File: src/verilog/irq_ctl_pkg.sv
/*
 * interrupt controller shared types
 * CSR map, bank layout and the request structs between the blocks
 */

package irq_ctl_pkg;

    typedef logic [31:0] word_t;     // CSR data word
    typedef logic [11:0] csr_addr_t; // CSR address
    typedef logic [3:0]  reg_sel_t;  // bank register index

    // ************************************************************************
    // CSR address map
    // ************************************************************************
    localparam csr_addr_t CSR_S2V = 12'h7C0; // scalar to vector request
    localparam csr_addr_t CSR_V2S = 12'h7C1; // vector to scalar flag
    localparam csr_addr_t CSR_TID = 12'h7C2; // target warp and thread
    localparam csr_addr_t CSR_IPC = 12'h7C3; // interrupted pc
    localparam csr_addr_t CSR_IRQ = 12'h7C4; // handler pc
    localparam csr_addr_t CSR_ERR = 12'h7C5;
    localparam csr_addr_t CSR_RHA = 12'h7C6; // return handler address
    localparam csr_addr_t CSR_RAV = 12'h7C7; // scheduler return pc

    localparam reg_sel_t SEL_S2V  = 4'd0;
    localparam reg_sel_t SEL_V2S  = 4'd1;
    localparam reg_sel_t SEL_TID  = 4'd2;
    localparam reg_sel_t SEL_IPC  = 4'd3;
    localparam reg_sel_t SEL_IRQ  = 4'd4;
    localparam reg_sel_t SEL_ERR  = 4'd5;
    localparam reg_sel_t SEL_RHA  = 4'd6;
    localparam reg_sel_t SEL_RAV  = 4'd7;
    localparam reg_sel_t SEL_NONE = 4'd15; // unmapped address

    typedef enum logic [2:0] {
        IRQC_IDLE        = 3'd0,
        IRQC_WAIT        = 3'd1,
        IRQC_PC_SWAP     = 3'd2,
        IRQC_WAIT_ISR    = 3'd3,
        IRQC_REVERT_WARP = 3'd4
    } irq_state_e;

    // ************************************************************************
    // bank and request structs
    // ************************************************************************
    typedef struct packed {
        word_t s2v;
        word_t v2s;
        word_t tid;
        word_t ipc;
        word_t irq;
        word_t err;
        word_t rha;
        word_t rav;
        word_t tmask;
        word_t wmask;
    } irq_regs_t;

    typedef struct packed {
        logic     valid;
        reg_sel_t sel;
        word_t    data;
    } csr_wr_t;

    typedef struct packed {
        logic  set_fault;   // ERR=1, V2S=1
        logic  clear_flags; // ERR=0, V2S=0
        logic  raise_v2s;
        logic  capture;     // load TMASK, WMASK, IPC
        word_t cap_tmask;
        word_t cap_wmask;
        word_t cap_pc;
    } fsm_upd_t;

    typedef struct packed {
        logic  pipeline_drained;
        logic  thread_found;
        logic  isr_done;
        word_t current_pc;
        word_t current_tmask; // zero extended
        word_t current_wmask; // zero extended
    } ttu_status_t;

endpackage

File: src/verilog/irq_csr_port.sv
/*
 * CSR port of the interrupt controller
 * address decode, write lane pick from the thread mask and read return
 */

`timescale 1ns/10ps

module irq_csr_port #(
    parameter int NUM_THREADS = 4
) (
    input  logic                                     read_enable,
    input  logic                                     write_enable,
    input  irq_ctl_pkg::csr_addr_t                   read_addr,
    input  irq_ctl_pkg::csr_addr_t                   write_addr,
    input  logic [NUM_THREADS-1:0]                   write_mask,
    input  irq_ctl_pkg::word_t [NUM_THREADS-1:0]     write_data,
    input  irq_ctl_pkg::irq_regs_t                   regs,
    output irq_ctl_pkg::word_t [NUM_THREADS-1:0]     read_data,
    output irq_ctl_pkg::csr_wr_t                     wr
);

    localparam int LANE_W = (NUM_THREADS > 1) ? $clog2(NUM_THREADS) : 1;

    irq_ctl_pkg::csr_addr_t addr;
    irq_ctl_pkg::reg_sel_t  sel;
    irq_ctl_pkg::word_t     rd_word;
    logic [LANE_W-1:0]      wr_lane;

    assign addr = write_enable ? write_addr : read_addr; // write address wins

    always_comb
    begin
        case (addr)
            irq_ctl_pkg::CSR_S2V: sel = irq_ctl_pkg::SEL_S2V;
            irq_ctl_pkg::CSR_V2S: sel = irq_ctl_pkg::SEL_V2S;
            irq_ctl_pkg::CSR_TID: sel = irq_ctl_pkg::SEL_TID;
            irq_ctl_pkg::CSR_IPC: sel = irq_ctl_pkg::SEL_IPC;
            irq_ctl_pkg::CSR_IRQ: sel = irq_ctl_pkg::SEL_IRQ;
            irq_ctl_pkg::CSR_ERR: sel = irq_ctl_pkg::SEL_ERR;
            irq_ctl_pkg::CSR_RHA: sel = irq_ctl_pkg::SEL_RHA;
            irq_ctl_pkg::CSR_RAV: sel = irq_ctl_pkg::SEL_RAV;
            default:              sel = irq_ctl_pkg::SEL_NONE;
        endcase
    end

    // lowest set mask bit picks the lane, lane 0 if none
    always_comb
    begin
        wr_lane = '0;
        for (int i = NUM_THREADS - 1; i >= 0; i--)
        begin
            if (write_mask[i])
                wr_lane = LANE_W'(i);
        end
    end

    assign wr.valid = write_enable && (sel != irq_ctl_pkg::SEL_NONE);
    assign wr.sel   = sel;
    assign wr.data  = write_data[wr_lane];

    always_comb
    begin
        case (sel)
            irq_ctl_pkg::SEL_S2V: rd_word = regs.s2v;
            irq_ctl_pkg::SEL_V2S: rd_word = regs.v2s;
            irq_ctl_pkg::SEL_TID: rd_word = regs.tid;
            irq_ctl_pkg::SEL_IPC: rd_word = regs.ipc;
            irq_ctl_pkg::SEL_IRQ: rd_word = regs.irq;
            irq_ctl_pkg::SEL_ERR: rd_word = regs.err;
            irq_ctl_pkg::SEL_RHA: rd_word = regs.rha;
            irq_ctl_pkg::SEL_RAV: rd_word = regs.rav;
            default:              rd_word = '0;
        endcase
    end

    // same value on every lane
    assign read_data = read_enable ? {NUM_THREADS{rd_word}} : '0;

endmodule

File: src/verilog/irq_reg_arbiter.sv
/*
 * control register bank of the interrupt controller
 * merges port writes, FSM updates and the execute commit by priority
 */

`timescale 1ns/10ps

module irq_reg_arbiter (
    input  logic                   clk,
    input  logic                   reset,
    input  irq_ctl_pkg::csr_wr_t   simt_wr,
    input  irq_ctl_pkg::csr_wr_t   scalar_wr,
    input  irq_ctl_pkg::fsm_upd_t  upd,
    input  logic                   commit_ret_pc,
    input  irq_ctl_pkg::word_t     ret_pc,
    output irq_ctl_pkg::irq_regs_t regs
);

    irq_ctl_pkg::irq_regs_t bank;
    irq_ctl_pkg::irq_regs_t next_bank;

    // one CSR write applied on top of a bank image
    function automatic irq_ctl_pkg::irq_regs_t apply_wr(
        input irq_ctl_pkg::irq_regs_t cur,
        input irq_ctl_pkg::csr_wr_t   w
    );
        irq_ctl_pkg::irq_regs_t res;
        res = cur;
        if (w.valid)
        begin
            case (w.sel)
                irq_ctl_pkg::SEL_S2V: res.s2v = w.data;
                irq_ctl_pkg::SEL_V2S: res.v2s = w.data;
                irq_ctl_pkg::SEL_TID: res.tid = w.data;
                irq_ctl_pkg::SEL_IPC: res.ipc = w.data;
                irq_ctl_pkg::SEL_IRQ: res.irq = w.data;
                irq_ctl_pkg::SEL_ERR: res.err = w.data;
                irq_ctl_pkg::SEL_RHA: res.rha = w.data;
                irq_ctl_pkg::SEL_RAV: res.rav = w.data;
                default:
                begin
                    res = cur;
                end
            endcase
        end
        return res;
    endfunction

    // ************************************************************************
    // next bank, lowest priority first
    // ************************************************************************
    always_comb
    begin
        next_bank = bank;
        next_bank = apply_wr(next_bank, simt_wr);
        next_bank = apply_wr(next_bank, scalar_wr); // scalar beats simt

        // transfer FSM updates
        if (upd.raise_v2s)
            next_bank.v2s = 32'd1; // scalar may load the thread
        if (upd.clear_flags)
        begin
            next_bank.v2s = '0;
            next_bank.err = '0;
        end
        if (upd.set_fault)
        begin
            next_bank.err = 32'd1; // bad thread request
            next_bank.v2s = 32'd1;
        end
        if (upd.capture)
        begin
            next_bank.tmask = upd.cap_tmask;
            next_bank.wmask = upd.cap_wmask;
            next_bank.ipc   = upd.cap_pc;
        end

        // execute stage has the last word on RAV
        if (commit_ret_pc)
            next_bank.rav = ret_pc;
    end

    always_ff @(posedge clk)
    begin
        if (reset)
        begin
            bank <= '0;
        end
        else
        begin
            bank <= next_bank;
        end
    end

    assign regs = bank;

endmodule

File: src/verilog/irq_transfer_fsm.sv
/*
 * thread transfer state machine
 * drives bank updates and the load outputs of the thread-transfer unit
 */

`timescale 1ns/10ps

module irq_transfer_fsm #(
    parameter int NUM_THREADS = 4,
    parameter int NUM_WARPS   = 4
) (
    input  logic                      clk,
    input  logic                      reset,
    input  irq_ctl_pkg::irq_regs_t    regs,
    input  irq_ctl_pkg::ttu_status_t  ttu_status,
    output irq_ctl_pkg::fsm_upd_t     upd,
    output irq_ctl_pkg::irq_state_e   state,
    output logic [((NUM_WARPS > 1) ? $clog2(NUM_WARPS) : 1)-1:0]     wid,
    output logic [((NUM_THREADS > 1) ? $clog2(NUM_THREADS) : 1)-1:0] tid,
    output logic [NUM_THREADS-1:0]    load_tmask,
    output logic [NUM_WARPS-1:0]      load_wmask,
    output irq_ctl_pkg::word_t        load_pc,
    output irq_ctl_pkg::word_t        ret_handler_addr
);

    localparam int NT_W = (NUM_THREADS > 1) ? $clog2(NUM_THREADS) : 1;
    localparam int NW_W = (NUM_WARPS > 1) ? $clog2(NUM_WARPS) : 1;

    irq_ctl_pkg::irq_state_e next_state;
    logic                    s2v_zero;
    logic                    s2v_req;
    logic                    drained;
    logic                    found;

    assign s2v_zero = (regs.s2v == '0);
    assign s2v_req  = (regs.s2v == 32'd1);
    assign drained  = ttu_status.pipeline_drained;
    assign found    = ttu_status.thread_found;

    always_ff @(posedge clk)
    begin
        if (reset)
            state <= irq_ctl_pkg::IRQC_IDLE;
        else
            state <= next_state;
    end

    // ************************************************************************
    // next state
    // ************************************************************************
    always_comb
    begin
        next_state = state;
        case (state)
            irq_ctl_pkg::IRQC_IDLE:
                if (s2v_req) next_state = irq_ctl_pkg::IRQC_WAIT;
            irq_ctl_pkg::IRQC_WAIT:
            begin
                if (drained)
                    next_state = found ? irq_ctl_pkg::IRQC_PC_SWAP : irq_ctl_pkg::IRQC_IDLE;
            end
            irq_ctl_pkg::IRQC_PC_SWAP:
                next_state = irq_ctl_pkg::IRQC_WAIT_ISR; // single cycle
            irq_ctl_pkg::IRQC_WAIT_ISR:
                if (ttu_status.isr_done) next_state = irq_ctl_pkg::IRQC_REVERT_WARP;
            irq_ctl_pkg::IRQC_REVERT_WARP:
                if (s2v_zero) next_state = irq_ctl_pkg::IRQC_IDLE; // scalar done loading
            default:
                next_state = irq_ctl_pkg::IRQC_IDLE;
        endcase
    end

    // bank update requests
    always_comb
    begin
        upd           = '0;
        upd.cap_tmask = ttu_status.current_tmask;
        upd.cap_wmask = ttu_status.current_wmask;
        upd.cap_pc    = ttu_status.current_pc;
        case (state)
            irq_ctl_pkg::IRQC_IDLE:
                upd.clear_flags = s2v_zero; // scalar acked the error
            irq_ctl_pkg::IRQC_WAIT:
            begin
                upd.set_fault = drained && !found;
                upd.capture   = drained && found;
            end
            irq_ctl_pkg::IRQC_REVERT_WARP:
            begin
                upd.clear_flags = s2v_zero;
                upd.raise_v2s   = !s2v_zero;
            end
            default:
            begin
                upd.set_fault = 1'b0;
            end
        endcase
    end

    // to thread transfer unit
    assign wid              = regs.tid[NT_W+NW_W-1:NT_W];
    assign tid              = regs.tid[NT_W-1:0];
    assign load_tmask       = regs.tmask[NUM_THREADS-1:0];
    assign load_wmask       = regs.wmask[NUM_WARPS-1:0];
    assign load_pc          = (state == irq_ctl_pkg::IRQC_PC_SWAP) ? regs.irq : regs.ipc;
    assign ret_handler_addr = regs.rha; // to execute stage

endmodule

File: src/verilog/irq_ctl_top.sv
/*
 * interrupt controller top, SIMT to scalar thread transfer
 * two CSR ports, the register bank and the transfer FSM
 */

`timescale 1ns/10ps

module irq_ctl_top #(
    parameter int NUM_THREADS = 4,
    parameter int NUM_WARPS   = 4
) (
    input  logic                                     clk,
    input  logic                                     reset,
    // SIMT CSR port
    input  logic                                     simt_read_enable,
    input  logic                                     simt_write_enable,
    input  irq_ctl_pkg::csr_addr_t                   simt_read_addr,
    input  irq_ctl_pkg::csr_addr_t                   simt_write_addr,
    input  logic [NUM_THREADS-1:0]                   simt_write_mask,
    input  irq_ctl_pkg::word_t [NUM_THREADS-1:0]     simt_write_data,
    output irq_ctl_pkg::word_t [NUM_THREADS-1:0]     simt_read_data,
    // scalar CSR port
    input  logic                                     scalar_read_enable,
    input  logic                                     scalar_write_enable,
    input  irq_ctl_pkg::csr_addr_t                   scalar_read_addr,
    input  irq_ctl_pkg::csr_addr_t                   scalar_write_addr,
    input  logic [NUM_THREADS-1:0]                   scalar_write_mask,
    input  irq_ctl_pkg::word_t [NUM_THREADS-1:0]     scalar_write_data,
    output irq_ctl_pkg::word_t [NUM_THREADS-1:0]     scalar_read_data,
    // thread transfer unit
    input  irq_ctl_pkg::ttu_status_t                 ttu_status,
    output irq_ctl_pkg::irq_state_e                  state,
    output logic [((NUM_WARPS > 1) ? $clog2(NUM_WARPS) : 1)-1:0]     wid,
    output logic [((NUM_THREADS > 1) ? $clog2(NUM_THREADS) : 1)-1:0] tid,
    output logic [NUM_THREADS-1:0]                   load_tmask,
    output logic [NUM_WARPS-1:0]                     load_wmask,
    output irq_ctl_pkg::word_t                       load_pc,
    // execute stage
    input  logic                                     commit_ret_pc,
    input  irq_ctl_pkg::word_t                       ret_pc,
    output irq_ctl_pkg::word_t                       ret_handler_addr
);

    irq_ctl_pkg::irq_regs_t regs;
    irq_ctl_pkg::csr_wr_t   simt_wr;
    irq_ctl_pkg::csr_wr_t   scalar_wr;
    irq_ctl_pkg::fsm_upd_t  upd;

    irq_csr_port #(.NUM_THREADS(NUM_THREADS)) simt_port_i (
        .read_enable  (simt_read_enable),
        .write_enable (simt_write_enable),
        .read_addr    (simt_read_addr),
        .write_addr   (simt_write_addr),
        .write_mask   (simt_write_mask),
        .write_data   (simt_write_data),
        .regs         (regs),
        .read_data    (simt_read_data),
        .wr           (simt_wr)
    );

    irq_csr_port #(.NUM_THREADS(NUM_THREADS)) scalar_port_i (
        .read_enable  (scalar_read_enable),
        .write_enable (scalar_write_enable),
        .read_addr    (scalar_read_addr),
        .write_addr   (scalar_write_addr),
        .write_mask   (scalar_write_mask),
        .write_data   (scalar_write_data),
        .regs         (regs),
        .read_data    (scalar_read_data),
        .wr           (scalar_wr)
    );

    irq_transfer_fsm #(
        .NUM_THREADS (NUM_THREADS),
        .NUM_WARPS   (NUM_WARPS)
    ) fsm_i (
        .clk              (clk),
        .reset            (reset),
        .regs             (regs),
        .ttu_status       (ttu_status),
        .upd              (upd),
        .state            (state),
        .wid              (wid),
        .tid              (tid),
        .load_tmask       (load_tmask),
        .load_wmask       (load_wmask),
        .load_pc          (load_pc),
        .ret_handler_addr (ret_handler_addr)
    );

    irq_reg_arbiter arbiter_i (
        .clk           (clk),
        .reset         (reset),
        .simt_wr       (simt_wr),
        .scalar_wr     (scalar_wr),
        .upd           (upd),
        .commit_ret_pc (commit_ret_pc),
        .ret_pc        (ret_pc),
        .regs          (regs)
    );

endmodule

File: config.mk
export PLATFORM = sky130hd
export DESIGN_NAME = irq_ctl_top
export DESIGN_NICKNAME = d
export VERILOG_FILES = /design/src/verilog/irq_ctl_pkg.sv /design/src/verilog/irq_csr_port.sv /design/src/verilog/irq_reg_arbiter.sv /design/src/verilog/irq_transfer_fsm.sv /design/src/verilog/irq_ctl_top.sv
export SDC_FILE = /design/constraint.sdc
export NUM_CORES = 1
export LEC_CHECK = 0
export ABC_AREA = 0
export BUFFER_PORTS_ARGS = -buffer_cell sky130_fd_sc_hd__buf_2
export CAP_MARGIN = 40
export CELL_PAD_IN_SITES_DETAIL_PLACEMENT = 0
export CELL_PAD_IN_SITES_GLOBAL_PLACEMENT = 1
export CORE_AREA = 2 2 306 308
export DETAILED_ROUTE_END_ITERATION = 10
export DIE_AREA = 0 0 308 310
export PLACE_DENSITY_LB_ADDON = 0.1
export SETUP_SLACK_MARGIN = 0.1
export SLEW_MARGIN = 20
export SYNTH_ARGS = -nofsm -noshare
export SYNTH_HDL_FRONTEND = slang
export SYNTH_SLANG_ARGS = --single-unit
File: constraint.sdc
create_clock -name clk -period 7.9 [get_ports clk]
set_input_delay 1.185 -clock clk [delete_from_list [all_inputs] [get_ports clk]]
set_output_delay 1.185 -clock clk [all_outputs]
set_load 0.1 [all_outputs]
# Word level (Yosys, flattened, before mapping)
# Index checks and enable logic that the tools add are counted.
[totals]
regBits = 323
input_bits = 450
out_inout_bits = 335
elab_cells = 127
[op_classes]
n_lt_le_gt_ge = 2
eq_ne = 41
mux = 57
n_reduce_logical = 14
[op_table]
columns = ["cell", "n"]
rows = [
  ["2-to-1 mux 32 bit", 21],
  ["2-to-1 mux 320 bit", 2],
  ["one-hot mux 32 bit (8 select lines)", 2],
  ["2-to-1 mux 128 bit", 2],
  ["== test 12 x 11 -> 1 bit, second input constant", 16],
  ["binary-select mux 32 bit (select 2 bit)", 2],
  ["2-to-1 mux 64 bit", 1],
  ["one-hot mux 4 bit (8 select lines)", 2],
  ["== test 32 x 1 -> 1 bit, second input constant", 1],
  ["== test 4 x 3 -> 1 bit, second input constant", 8],
  ["logical NOT 32 bit", 1],
  ["2-to-1 mux 12 bit", 2],
  ["2-to-1 mux 2 bit", 9],
  ["== test 4 x 2 -> 1 bit, second input constant", 4],
  ["one-hot mux 3 bit (5 select lines)", 1],
  ["2-to-1 mux 3 bit", 4],
  ["2-to-1 mux 1 bit", 9],
  ["== test 4 x 1 -> 1 bit, second input constant", 2],
  ["logical NOT 4 bit", 2],
  ["inequality test 4 bit, second input constant", 2],
  ["== test 3 x 2 -> 1 bit, second input constant", 2],
  ["less-than comparator 2 x 3 -> 1 bit, second input constant", 2],
  ["logical AND 1 bit", 4],
  ["inequality test 2 x 1 -> 1 bit, second input constant", 2],
  ["9 further kinds", 11],
]

# Longest topological paths before layout
# Gate-level depths: netlist of run 1.
[logic_depth]
word_depth = 13
ltp_mapped = 11
depth_no_buf = 6

# Cells and area by module
# From an unflattened synthesis of run 1, not the netlist that was laid out.
[unflattened]
cells_unflattened = 3337
hier_area_um2 = 24507.3
[by_module_without_submodules]
columns = ["module", "n_inst", "cells_each", "area_per_inst_um2", "seq_area_each_um2"]
rows = [
  ["irq_reg_arbiter", 1, 1744, 14000.9, 6406.1],
  ["irq_csr_port", 2, 691, 4399.2, 0.0],
  ["irq_transfer_fsm", 1, 211, 1707.9, 60.1],
]

# Worst setup path before layout of run 1
# No wires, ideal clock.
[synth_path]
path_kind = "input port to output port"
start = "input port simt_write_enable"
end = "output port simt_read_data[101] in the netlist's numbering"
arrival_ns = 5.657
required_time_ns = 6.715
setup_slack_ns = 1.058
path_stages = 10
n_path_buf = 5
path_cell_list = "buf_2 > buf_4 > mux2_4 > buf_4 > nor2_1 > clkbuf_1 > a22o_1 > nor3_1 > a211oi_1 > buf_4"
[synth_rtl]
columns = ["element", "line_no", "rtl"]
rows = [
  ["start, declared", "irq_ctl_top.sv:16", "input logic simt_write_enable,"],
  ["end, declared", "irq_ctl_top.sv:21", "output irq_ctl_pkg::word_t [NUM_THREADS-1:0] simt_read_data,"],
]

==> flow_summary.ini, run 1 <==
[run_status]
status = completed

[power]
power.clock.fraction = 0.434
ir_worst_vdd_uv = 109.7
cellInternalPower_mw = 2.551
p_leak_nw = 10.44
p_sw_mw = 1.218
combPwrFrac = 0.203
swShare = 0.3232
pwr_density_cell_nw_per_um2 = 145.3
p_seq_frac = 0.363

[synth]
netlist_area_sq_um = 21000
ys.flop_type = dfxtp_1
synth.yosys.warnings = 0
yosysUniqueCellTypes = 75
synth.yosys.seq_area_share = 0.2545
netlist_instances = 2674
async_flop_share = 0
synth.top_cell.area_share = 0.2545
synth_seq_cells = 267
yosysTopAreaCell = dfxtp_1
synth_fp_nets = 3124
synth_edf_count = 0
synth_area_leaders = dfxtp_1 25%, mux2i_1 16%, buf_4 8.9%, nand2_1 5.2%, o21ai_0 4.9%
synth.avg_cell_area_sq_um = 7.854

[placed_design]
port_buffers = 728
dp.cells = 4264
gp_congestion = 0.8722
hpwl_um = 98710

[routing]
dr.pass1.iters = 8
vias_per_cell = 5.548
wl_per_cell_um = 31.35
drtIter0Drc = 2325
drcViolationCount = 0
vias = 24085
ant_nets = 0
drt-total-wl_um = 136100

[hold_path]
hold_start = arbiter_i.regs[32]$_SDFFE_PP0P_
min_to = arbiter_i.regs[32]$_SDFFE_PP0P_
min_path_type = reg -> reg
holdPathStages = 2

[worst_setup_path]
worstPathMaxFanout = 27
r2r_cells = 7
reg2reg_to = arbiter_i.regs[278]$_SDFF_PP0_
critical_path_required_ns = 6.71
cp-end-kind = primary output
cp-start-kind = primary input
cp.arrival_ns = 5.08
crit_type = in -> out
reg2reg_slack_ns = 4.66
timing.rr.start = arbiter_i.regs[313]$_SDFF_PP0_

[cells_and_area]
drive_gt1_frac = 0.3328
n_fill_cell = 10089
regArea_sq_um = 5345
utilization = 0.2804
syn2layout_area_growth_pct = 23.49
instances_no_fill = 4341
multi_input_area_sq_um = 13070
nets = 3569

[clock_network]
clock-sinks = 267
cts.clk_slew.worst_paths_ns = 0.06
clk_latency_ns = 0.56
cts_made_buffers = 34
cts_setup_buffers = 0
cts_root_buf = clkbuf_16
clockBufferDepth = 3
cts_hold_buffers = 0
cts-resized-gates = 0
cts_tree = built
htree_levels = 2

[timing]
rsz0062_at_grt = no
fin_crit_sh = 0.7927
fin_skew_ns = 0.02112
setup_violations = 0
max_freq_mhz = 159.7
hold_violations = 0
tightestPinTransition_ns = 1.171
slew_headroom = 0.2195
report.final.slew_viol_count = 0
fin_tns_setup_ns = 0
period_needed_ns = 6.262

[global_route]
grt_pass1_wl_um = 184000
antenna_found_initial = 16
grt_max_degree = 60
grt.overflow.total = 0
gr-usage-all-layers = 0.2721
grt_pass1_vias = 22480

[die]
start_util = 0.2271
ios = 785
coreArea_sq_um = 92490
fp.dieW_um = 308
dieArea_sq_um = 95480
die_h_um = 310
row_count = 112

[job]
maxCapViolations = 0
==> critical path, cell delays in order <==
cell	delay, ns
buf_2	0.31
or4b_4	0.54
o22ai_4	0.24
and3_2	0.78
buf_4	0.42
a22o_1	0.20
a22oi_1	0.08
a21oi_1	0.69
buf_2	0.56
==> cell usage after synthesis (all sizes together), types with 30 or more instances <==
cell type,number
a21oi,178
clkbuf,152
dfxtp,267
o22ai,35
nor2,152
mux2i,334
mux2,44
nand2,292
a31oi,37
o21ai,248
or3,30
a22o,41
a211oi,128
buf,320
a22oi,70
nand3,36
==> cells in the final DEF (no fill, tap or decap), types with 7 or more instances in the layout <==
cell	netlist	routed
o22ai_1	33	33
clkbuf_4	0	9
a22oi_1	70	70
o311ai_0	25	24
o21ai_0	207	205
nor3_1	12	11
nor2_2	2	11
o22a_1	13	13
clkbuf_16	0	35
nor4_1	9	8
mux2_2	41	41
a21oi_1	178	175
a21o_1	9	9
mux2i_1	333	325
and2_1	16	16
diode_2	0	7
a22o_1	41	41
a32oi_1	28	28
a222oi_1	18	18
inv_1	9	8
dfxtp_1	267	267
o31ai_1	28	27
and3_1	17	14
nand3_1	35	34
buf_2	50	731
a211oi_1	126	126
or3_1	30	29
buf_4	248	130
a31oi_1	37	37
a221oi_1	24	24
nor2_1	150	141
o21ai_1	40	37
nand2_1	291	290
o221ai_1	11	11
nor2b_1	23	20
nand4_1	7	7
==> final cells by class <==
cell class / instances / share of cell area
Multi-Input combinational cell: 1926 / 0.5040
Sequential cell: 267 / 0.2061
Timing Repair Buffer: 881 / 0.1878
Tap cell: 1197 / 0.05775
Clock buffer: 46 / 0.03768
Clock inverter: 8 / 0.004583
Inverter: 9 / 0.001399
Antenna cell: 7 / 0.0006754
==> power by group through the flow <==
stage	Combinational, mW	Clock, mW	Sequential (mW)
6_report	0.766	1.64	1.37
3_5_place_dp	0.748	0	1.40
4_1_cts	0.748	1.66	1.37
2_1_floorplan	0.311	0	1.39
5_1_grt	0.799	1.70	1.37
3_3_place_gp	0.720	0	1.40
==> worst max path at each step <==
| stage | from | endpoint | slack, ns | depth (start not counted) |
|---|---|---|---|---|
| floorplan | simt_write_enable | simt_read_data[101] | 1.06 | 10 |
| global placement | scalar_write_enable | scalar_read_data[51] | 1.67 | 9 |
| detailed placement | scalar_write_enable | scalar_read_data[9] | 1.68 | 9 |
| CTS | scalar_write_enable | scalar_read_data[9] | 1.67 | 9 |
| global route | scalar_write_enable | scalar_read_data[108] | 1.55 | 9 |
| finish | scalar_write_enable | scalar_read_data[127] | 1.64 | 9 |
==> layer usage <==
metal / share of wire / global-route usage / vias up
met2: 0.44 / 0.4329 / 1493
met5: 0 / 0 / -
met4: 0.034 / 0.09075 / 0
li1: - / - / 10624
met3: 0.079 / 0.04638 / 211
met1: 0.44 / 0.3714 / 11757
==> cell families after synthesis <==
| kind of cell | count (synthesis) | share of synthesized area |
|---|---|---|
| flops | 267 | 0.2545 |
| compound gates | 915 | 0.2856 |
| mux | 383 | 0.1889 |
| buf+inv | 481 | 0.1340 |
| simple gates | 628 | 0.1370 |
==> through the flow <==
step	hold slack (ns)	total power [mW]	setup WS (ns)	cell area [sq um]
finish	0.4543	3.769	1.638	25930
global route	0.4753	3.870	1.548	25930
CTS	0.4548	3.776	1.669	25800
detailed placement	0.4463	2.144	1.677	24700
global placement	0.4437	2.116	1.670	24330
floorplan	0.4367	1.702	1.058	21000
==> registers in the layout, summed over array words and instances (netlist names) <==
| name | flops |
|---|---|
| arbiter_i.regs | 264 |
| fsm_i.state | 3 |
Note: power is estimated with default switching activity, not from simulation.
==> inputs of run 2 (changes only) <==
--- a/config.mk
+++ b/config.mk
@@ -10,9 +10,9 @@
 export CAP_MARGIN = 40
 export CELL_PAD_IN_SITES_DETAIL_PLACEMENT = 0
 export CELL_PAD_IN_SITES_GLOBAL_PLACEMENT = 1
-export CORE_AREA = 2 2 306 308
+export CORE_AREA = 2 2 305 307
 export DETAILED_ROUTE_END_ITERATION = 10
-export DIE_AREA = 0 0 308 310
+export DIE_AREA = 0 0 307 309
 export PLACE_DENSITY_LB_ADDON = 0.1
 export SETUP_SLACK_MARGIN = 0.1
 export SLEW_MARGIN = 20
==> constraint.sdc (replaced) <==
create_clock -name clk -period 5.7 [get_ports clk]
set_input_delay 0.855 -clock clk [delete_from_list [all_inputs] [get_ports clk]]
set_output_delay 0.855 -clock clk [all_outputs]
set_load 0.1 [all_outputs]
==> run 2 against run 1 <==
Net effect:
- total power is 41% higher
- hold slack worse by 0.0017 ns
- sequential share of layout area is 2.2 points lower
- sequential power is 38% higher
- via count is 0.91% higher
- critical path depth is 1 higher
- clock skew is 0.0053 ns lower
- final cell count is 1.1% higher
- register-to-register slack worse by 2.0 ns
- count of clock-buffer cells in the layout is 4 higher
- wire length is 1.5% lower
- critical endpoint is now scalar_read_data[9]
- largest cell class unchanged
- largest power group unchanged
==> flow_summary.ini, run 2 (synthesis gave the netlist of run 1 again) <==
[cells_and_area]
layout_commonest_cell = buf_2
syn2layout_area_growth_pct = 38.43
drive_gt1_frac = 0.3422
final_cell_mix = 558 x buf_2, 327 x mux2i_1, 290 x nand2_1, 267 x dfxtp_1, 205 x o21ai_0
largest_register_ffs = 264
nets = 3620

[hold_path]
min_path_type = reg -> reg

[timing]
fin_skew_ns = 0.01585
fin_tns_setup_ns = 0
max_freq_mhz = 190.3
slew_headroom = 0.3911
fin_crit_sh = 0.9217
hold_violations = 0
period_needed_ns = 5.254
fin_ws_ns = 0.4462
tightestPinTransition_ns = 0.9079
rsz0062_at_grt = no
setup_violations = 0
report.final.slew_viol_count = 0

[clock_network]
clock-sinks = 267
cts-resized-gates = 0
cts.clk_slew.worst_paths_ns = 0.06
cts_root_buf = clkbuf_16
clockBufferDepth = 3
cts_made_buffers = 35
clk_latency_ns = 0.57
htree_levels = 2
cts_tree = built
cts_hold_buffers = 0
cts_setup_buffers = 0

[die]
fp.dieW_um = 307
ios = 785
coreArea_sq_um = 91390
die_h_um = 309
row_count = 111
dieArea_sq_um = 94860
start_util = 0.2298

[global_route]
grt.overflow.total = 0
grt_pass1_vias = 23273
antenna_found_initial = 18
grt_max_degree = 56
gr-usage-all-layers = 0.2707
grt_pass1_wl_um = 184400

[routing]
ant_nets = 0
dr.pass1.iters = 6
vias = 24305
drcViolationCount = 0
wl_per_cell_um = 30.54
drtIter0Drc = 2278
vias_per_cell = 5.540
drt-total-wl_um = 134000

[power]
p_leak_nw = 11.23
ir_worst_vdd_uv = 173.1
pwr_density_cell_nw_per_um2 = 183.4

[run_status]
status = completed

[placed_design]
port_buffers = 728
hpwl_um = 102300
place_worst_setup_slack_ns = 0.5385
gp_congestion = 0.8917

[job]
maxCapViolations = 0

[worst_setup_path]
cp-end-kind = primary output
cp-start-kind = primary input
crit_type = in -> out
critical_path_required_ns = 4.85
reg2reg_slack_ns = 2.64
cp.arrival_ns = 4.40
worstPathMaxFanout = 20
==> run 2: cell count changes in the layout (fill, tap and decap cells not counted), moves of 4 or more <==
cell,before,now
nor2_2,11,6
buf_4,130,179
buf_2,731,558
clkbuf_4,9,4
buf_12,2,182
nor2_1,141,146
clkinv_2,4,8
==> run 2: layer usage <==
metal	GRT usage	vias up	wire, um
met5	0	-	27
met4	0.09178	4	4908
met3	0.04816	237	10950
met2	0.4374	1511	60430
met1	0.3624	11810	57680
li1	-	10743	-
==> run 2: path summary, 6_finish.rpt <==
path	startpoint	depth (start not counted)	end
worst max-delay path	scalar_write_enable	10	scalar_read_data[9]
worst min-delay path	arbiter_i.regs[1]$_SDFFE_PP0P_	2	arbiter_i.regs[1]$_SDFFE_PP0P_
worst max register to register	arbiter_i.regs[313]$_SDFF_PP0_	7	arbiter_i.regs[268]$_SDFF_PP0_
worst min register to register	arbiter_i.regs[1]$_SDFFE_PP0P_	2	arbiter_i.regs[1]$_SDFFE_PP0P_
==> run 2: final cells by class <==
class                           instances  area (sq um)
Multi-Input combinational cell       1926         13040
Timing Repair Buffer                  931          7960
Sequential cell                       267          5345
Inverter                                9         36.28
Fill cell                            9647         62310
Antenna cell                            4         10.01
Clock inverter                         14         162.7
Tap cell                             1186          1484
Clock buffer                           50          1033
==> run 2: critical path, stage by stage <==
cell	delay, ns
buf_2	0.31
or4b_4	0.55
o22ai_4	0.25
and3_2	0.70
buf_4	0.32
nand2_1	0.15
o22a_1	0.20
a21oi_1	0.51
buf_4	0.32
buf_12	0.20
==> run 2: where the power goes <==
part | leakage (nW) | internal (mW) | switching (mW)
registers | 2.16 | 1.88 | 0.0140
logic | 8.48 | 0.339 | 0.707
clock network | 0.594 | 1.40 | 0.986
total | 11.2 | 3.62 | 1.71
==> run 2: metrics by stage <==
step                      std cells  area, sq um  power, mW    util  hold WS [ns]
after global routing           4386        29070      5.488  0.3181        0.4657
after floorplan                2674        21010      2.360       -        0.4367
final                          4387        29070      5.330  0.3181        0.4526
after detailed placement       4315        27840      2.961  0.3046        0.4445
after global placement         4280        27480      2.922  0.3007        0.4419
after CTS                      4379        29030      5.345  0.3177        0.4522
==> inputs of run 3 (changes only) <==
--- a/config.mk
+++ b/config.mk
@@ -5,15 +5,12 @@
 export SDC_FILE = /design/constraint.sdc
 export NUM_CORES = 1
 export LEC_CHECK = 0
-export ABC_AREA = 0
+export ABC_AREA = 1
 export BUFFER_PORTS_ARGS = -buffer_cell sky130_fd_sc_hd__buf_2
 export CAP_MARGIN = 40
-export CELL_PAD_IN_SITES_DETAIL_PLACEMENT = 0
-export CELL_PAD_IN_SITES_GLOBAL_PLACEMENT = 1
-export CORE_AREA = 2 2 305 307
+export CORE_AREA = 2 2 308 310
 export DETAILED_ROUTE_END_ITERATION = 10
-export DIE_AREA = 0 0 307 309
-export PLACE_DENSITY_LB_ADDON = 0.1
+export DIE_AREA = 0 0 310 312
 export SETUP_SLACK_MARGIN = 0.1
 export SLEW_MARGIN = 20
 export SYNTH_ARGS = -nofsm -noshare
==> run 3 against run 2 <==
Net effect:
- via count increased by 23%
- flip-flop and latch count unchanged
- critical path depth increased by 6
- design area increased by 7.9%
- synthesized cell count increased by 49%
- first-iteration DRC count increased by 61%
- hold slack improved by 0.047 ns
- sequential power about the same
- count of clock-buffer cells in the layout decreased by 8
- non-clock buffer count decreased by 37
- die area increased by 2.0%
- clock power decreased by 18%
- largest cell class unchanged
- highest routed layer unchanged
==> flow_summary.ini, run 3 <==
[run_status]
status = completed

[global_route]
grt_max_degree = 95
grt_pass1_wl_um = 193700
grt_pass1_vias = 27376
gr-usage-all-layers = 0.2752
antenna_found_initial = 16
grt.overflow.total = 0

[clock_network]
cts-resized-gates = 0
clk_latency_ns = 0.59
clockBufferDepth = 3
clock-sinks = 267
htree_levels = 1
cts.clk_slew.worst_paths_ns = 0.06
cts_made_buffers = 28
cts_root_buf = clkbuf_16
cts_tree = built
cts_setup_buffers = 0
cts_hold_buffers = 0

[power]
pwr_density_cell_nw_per_um2 = 148.7
ir_worst_vdd_uv = 209.9
p_leak_nw = 14.49
total_power_mw = 4.664

[placed_design]
dpl-instance-area_sq_um = 30340
place_worst_setup_slack_ns = 0.6853
hpwl_um = 104100
gp_congestion = 0.9911
port_buffers = 728
dp.cells = 5652

[cells_and_area]
largest_register_ffs = 264
drive_gt1_frac = 0.2279
design_area_sq_um = 31360
syn2layout_area_growth_pct = 38.12
layout_commonest_cell = nand2_1
n_fill_cell = 10264
instances_no_fill = 5714
nets = 4883
utilization = 0.3370
final_cell_mix = 1229 x nand2_1, 472 x buf_2, 460 x inv_1, 307 x nor2_1, 287 x a21oi_1

[synth]
synth_fa_ha_area_frac = 0
async_flop_share = 0
ys.flop_type = dfxtp_1
netlist_top_cells_count = 1232 x nand2_1, 462 x inv_1, 310 x nor2_1, 287 x a21oi_1, 281 x nand3_1
synth.yosys.seq_area_share = 0.2354
synth-compound-area-share = 0.1820
synth_top_family_by_area = simple AND/OR/NAND/NOR gates
netlist_instances = 3993
synthXorXnorAreaFrac = 0
synth_area_leaders = dfxtp_1 24%, nand2_1 20%, buf_4 8.0%, inv_1 7.6%, a21oi_1 6.3%
synthMuxAreaShare = 0
synth_edf_count = 0
synth_simple_gate_area_share = 0.3776
yosysMostFrequentCell = nand2_1
synth.top_cell.area_share = 0.2354
synth_fp_nets = 4443
yosysUniqueCellTypes = 41
synth.avg_cell_area_sq_um = 5.686
netlist_area_sq_um = 22710
yosysTopAreaCell = dfxtp_1
synth_seq_cells = 267
synth.yosys.warnings = 0

[timing]
period_needed_ns = 5.195
rsz0062_at_grt = no
fin_crit_sh = 0.9114
slew_headroom = 0.1999
report.final.slew_viol_count = 0
fin_skew_ns = 0.02229
hold_violations = 0
fin_tns_setup_ns = 0
tightestPinTransition_ns = 1.200
setup_violations = 0
max_freq_mhz = 192.5
holdWs_ns = 0.4993
fin_ws_ns = 0.5048

[routing]
wl_per_cell_um = 24.43
drtIter0Drc = 3678
vias_per_cell = 5.212
dr.pass1.iters = 6
vias = 29779
drcViolationCount = 0
drt-total-wl_um = 139600
ant_nets = 0

[hold_path]
min_path_type = in -> reg
hold_start = ttu_status[1]
holdPathStages = 3

[worst_setup_path]
cp_cell_sequence = buf_2, nand2_1, clkinv_1, nand4_1, nand2_2, nand2_2, nor2_2, nand2_2, inv_2, buf_4, nand2_1, nand2_1, nor2_1, a21oi_1, buf_4, buf_12
cp-start-kind = primary input
cp-end-kind = primary output
cpPeakStageDelay_ns = 0.44
cp.arrival_ns = 4.34
startpoint = simt_write_enable
critical_path_required_ns = 4.85
worst-path-stages = 16
r2r_cells = 9
cp_num_buf_inv = 6
path_delay_family = buffers and inverters
slowest_stage = a21oi_1
timing.rr.start = fsm_i.state[2]$_SDFFE_PP0P_
reg2reg_slack_ns = 2.77
worstPathMaxFanout = 16
crit_type = in -> out

[die]
start_util = 0.2440
row_count = 112
coreArea_sq_um = 93050
fp.dieW_um = 310
dieArea_sq_um = 96720
die_h_um = 312
ios = 785

[job]
maxCapViolations = 0
[run 3: changes by cell type after synthesis, moves of 63 or more]
cell      delta
nand2_1    +941
inv_1      +453
mux2i_1    -333
nand3_1    +246
nor2_1     +160
a211oi_1   -126
a21oi_1    +109
nand4_1     +93
o22ai_1     +63
[run 3: final timing paths]
check | end
setup / recovery | simt_read_data[44]
hold / removal | arbiter_i.regs[1]$_SDFFE_PP0P_
setup reg to reg | arbiter_i.regs[283]$_SDFF_PP0_
hold reg to reg | arbiter_i.regs[1]$_SDFFE_PP0P_
[run 3: layout make-up]
class                           count  area [sq um]  area share
Antenna cell                        7         17.52   0.0005585
Clock buffer                       42         844.6     0.02693
Clock inverter                      8         90.09    0.002873
Inverter                          480          1805     0.05757
Multi-Input combinational cell   2762         12770      0.4073
Sequential cell                   267          5345      0.1704
Tap cell                         1254          1569     0.05003
Timing Repair Buffer              894          8916      0.2843
[run 3: metal layers]
| layer | vias to the layer above | wire length (um) | global-route usage |
|---|---|---|---|
| met5 | - | 66 | 0 |
| met3 | 520 | 16570 | 0.07201 |
| met2 | 2225 | 61140 | 0.4339 |
| met1 | 13528 | 52100 | 0.3363 |
| met4 | 10 | 9732 | 0.1605 |
| li1 | 13496 | - | - |
[run 3: power by group]
group	switching (mW)	internal, mW	leakage (nW)
combinational	0.581	0.228	11.9
clock	0.856	1.11	0.467
sequential	0.0133	1.88	2.16
total	1.45	3.21	14.5
[run 3: kinds of logic (layout without fill, tap and decap cells)]
group / after synthesis / count (layout)
AOI/OAI and AO/OA: 746 / 746
buffers and inverters: 964 / 1424
DFF: 267 / 267
other: 0 / 7
and+or+nand+nor: 2016 / 2016
[run 3: worst min-delay path, delay by kind of cell]
kind                   cells  cell delay (ns)
and+or+nand+nor            2             0.11
buffers and inverters      1             0.07
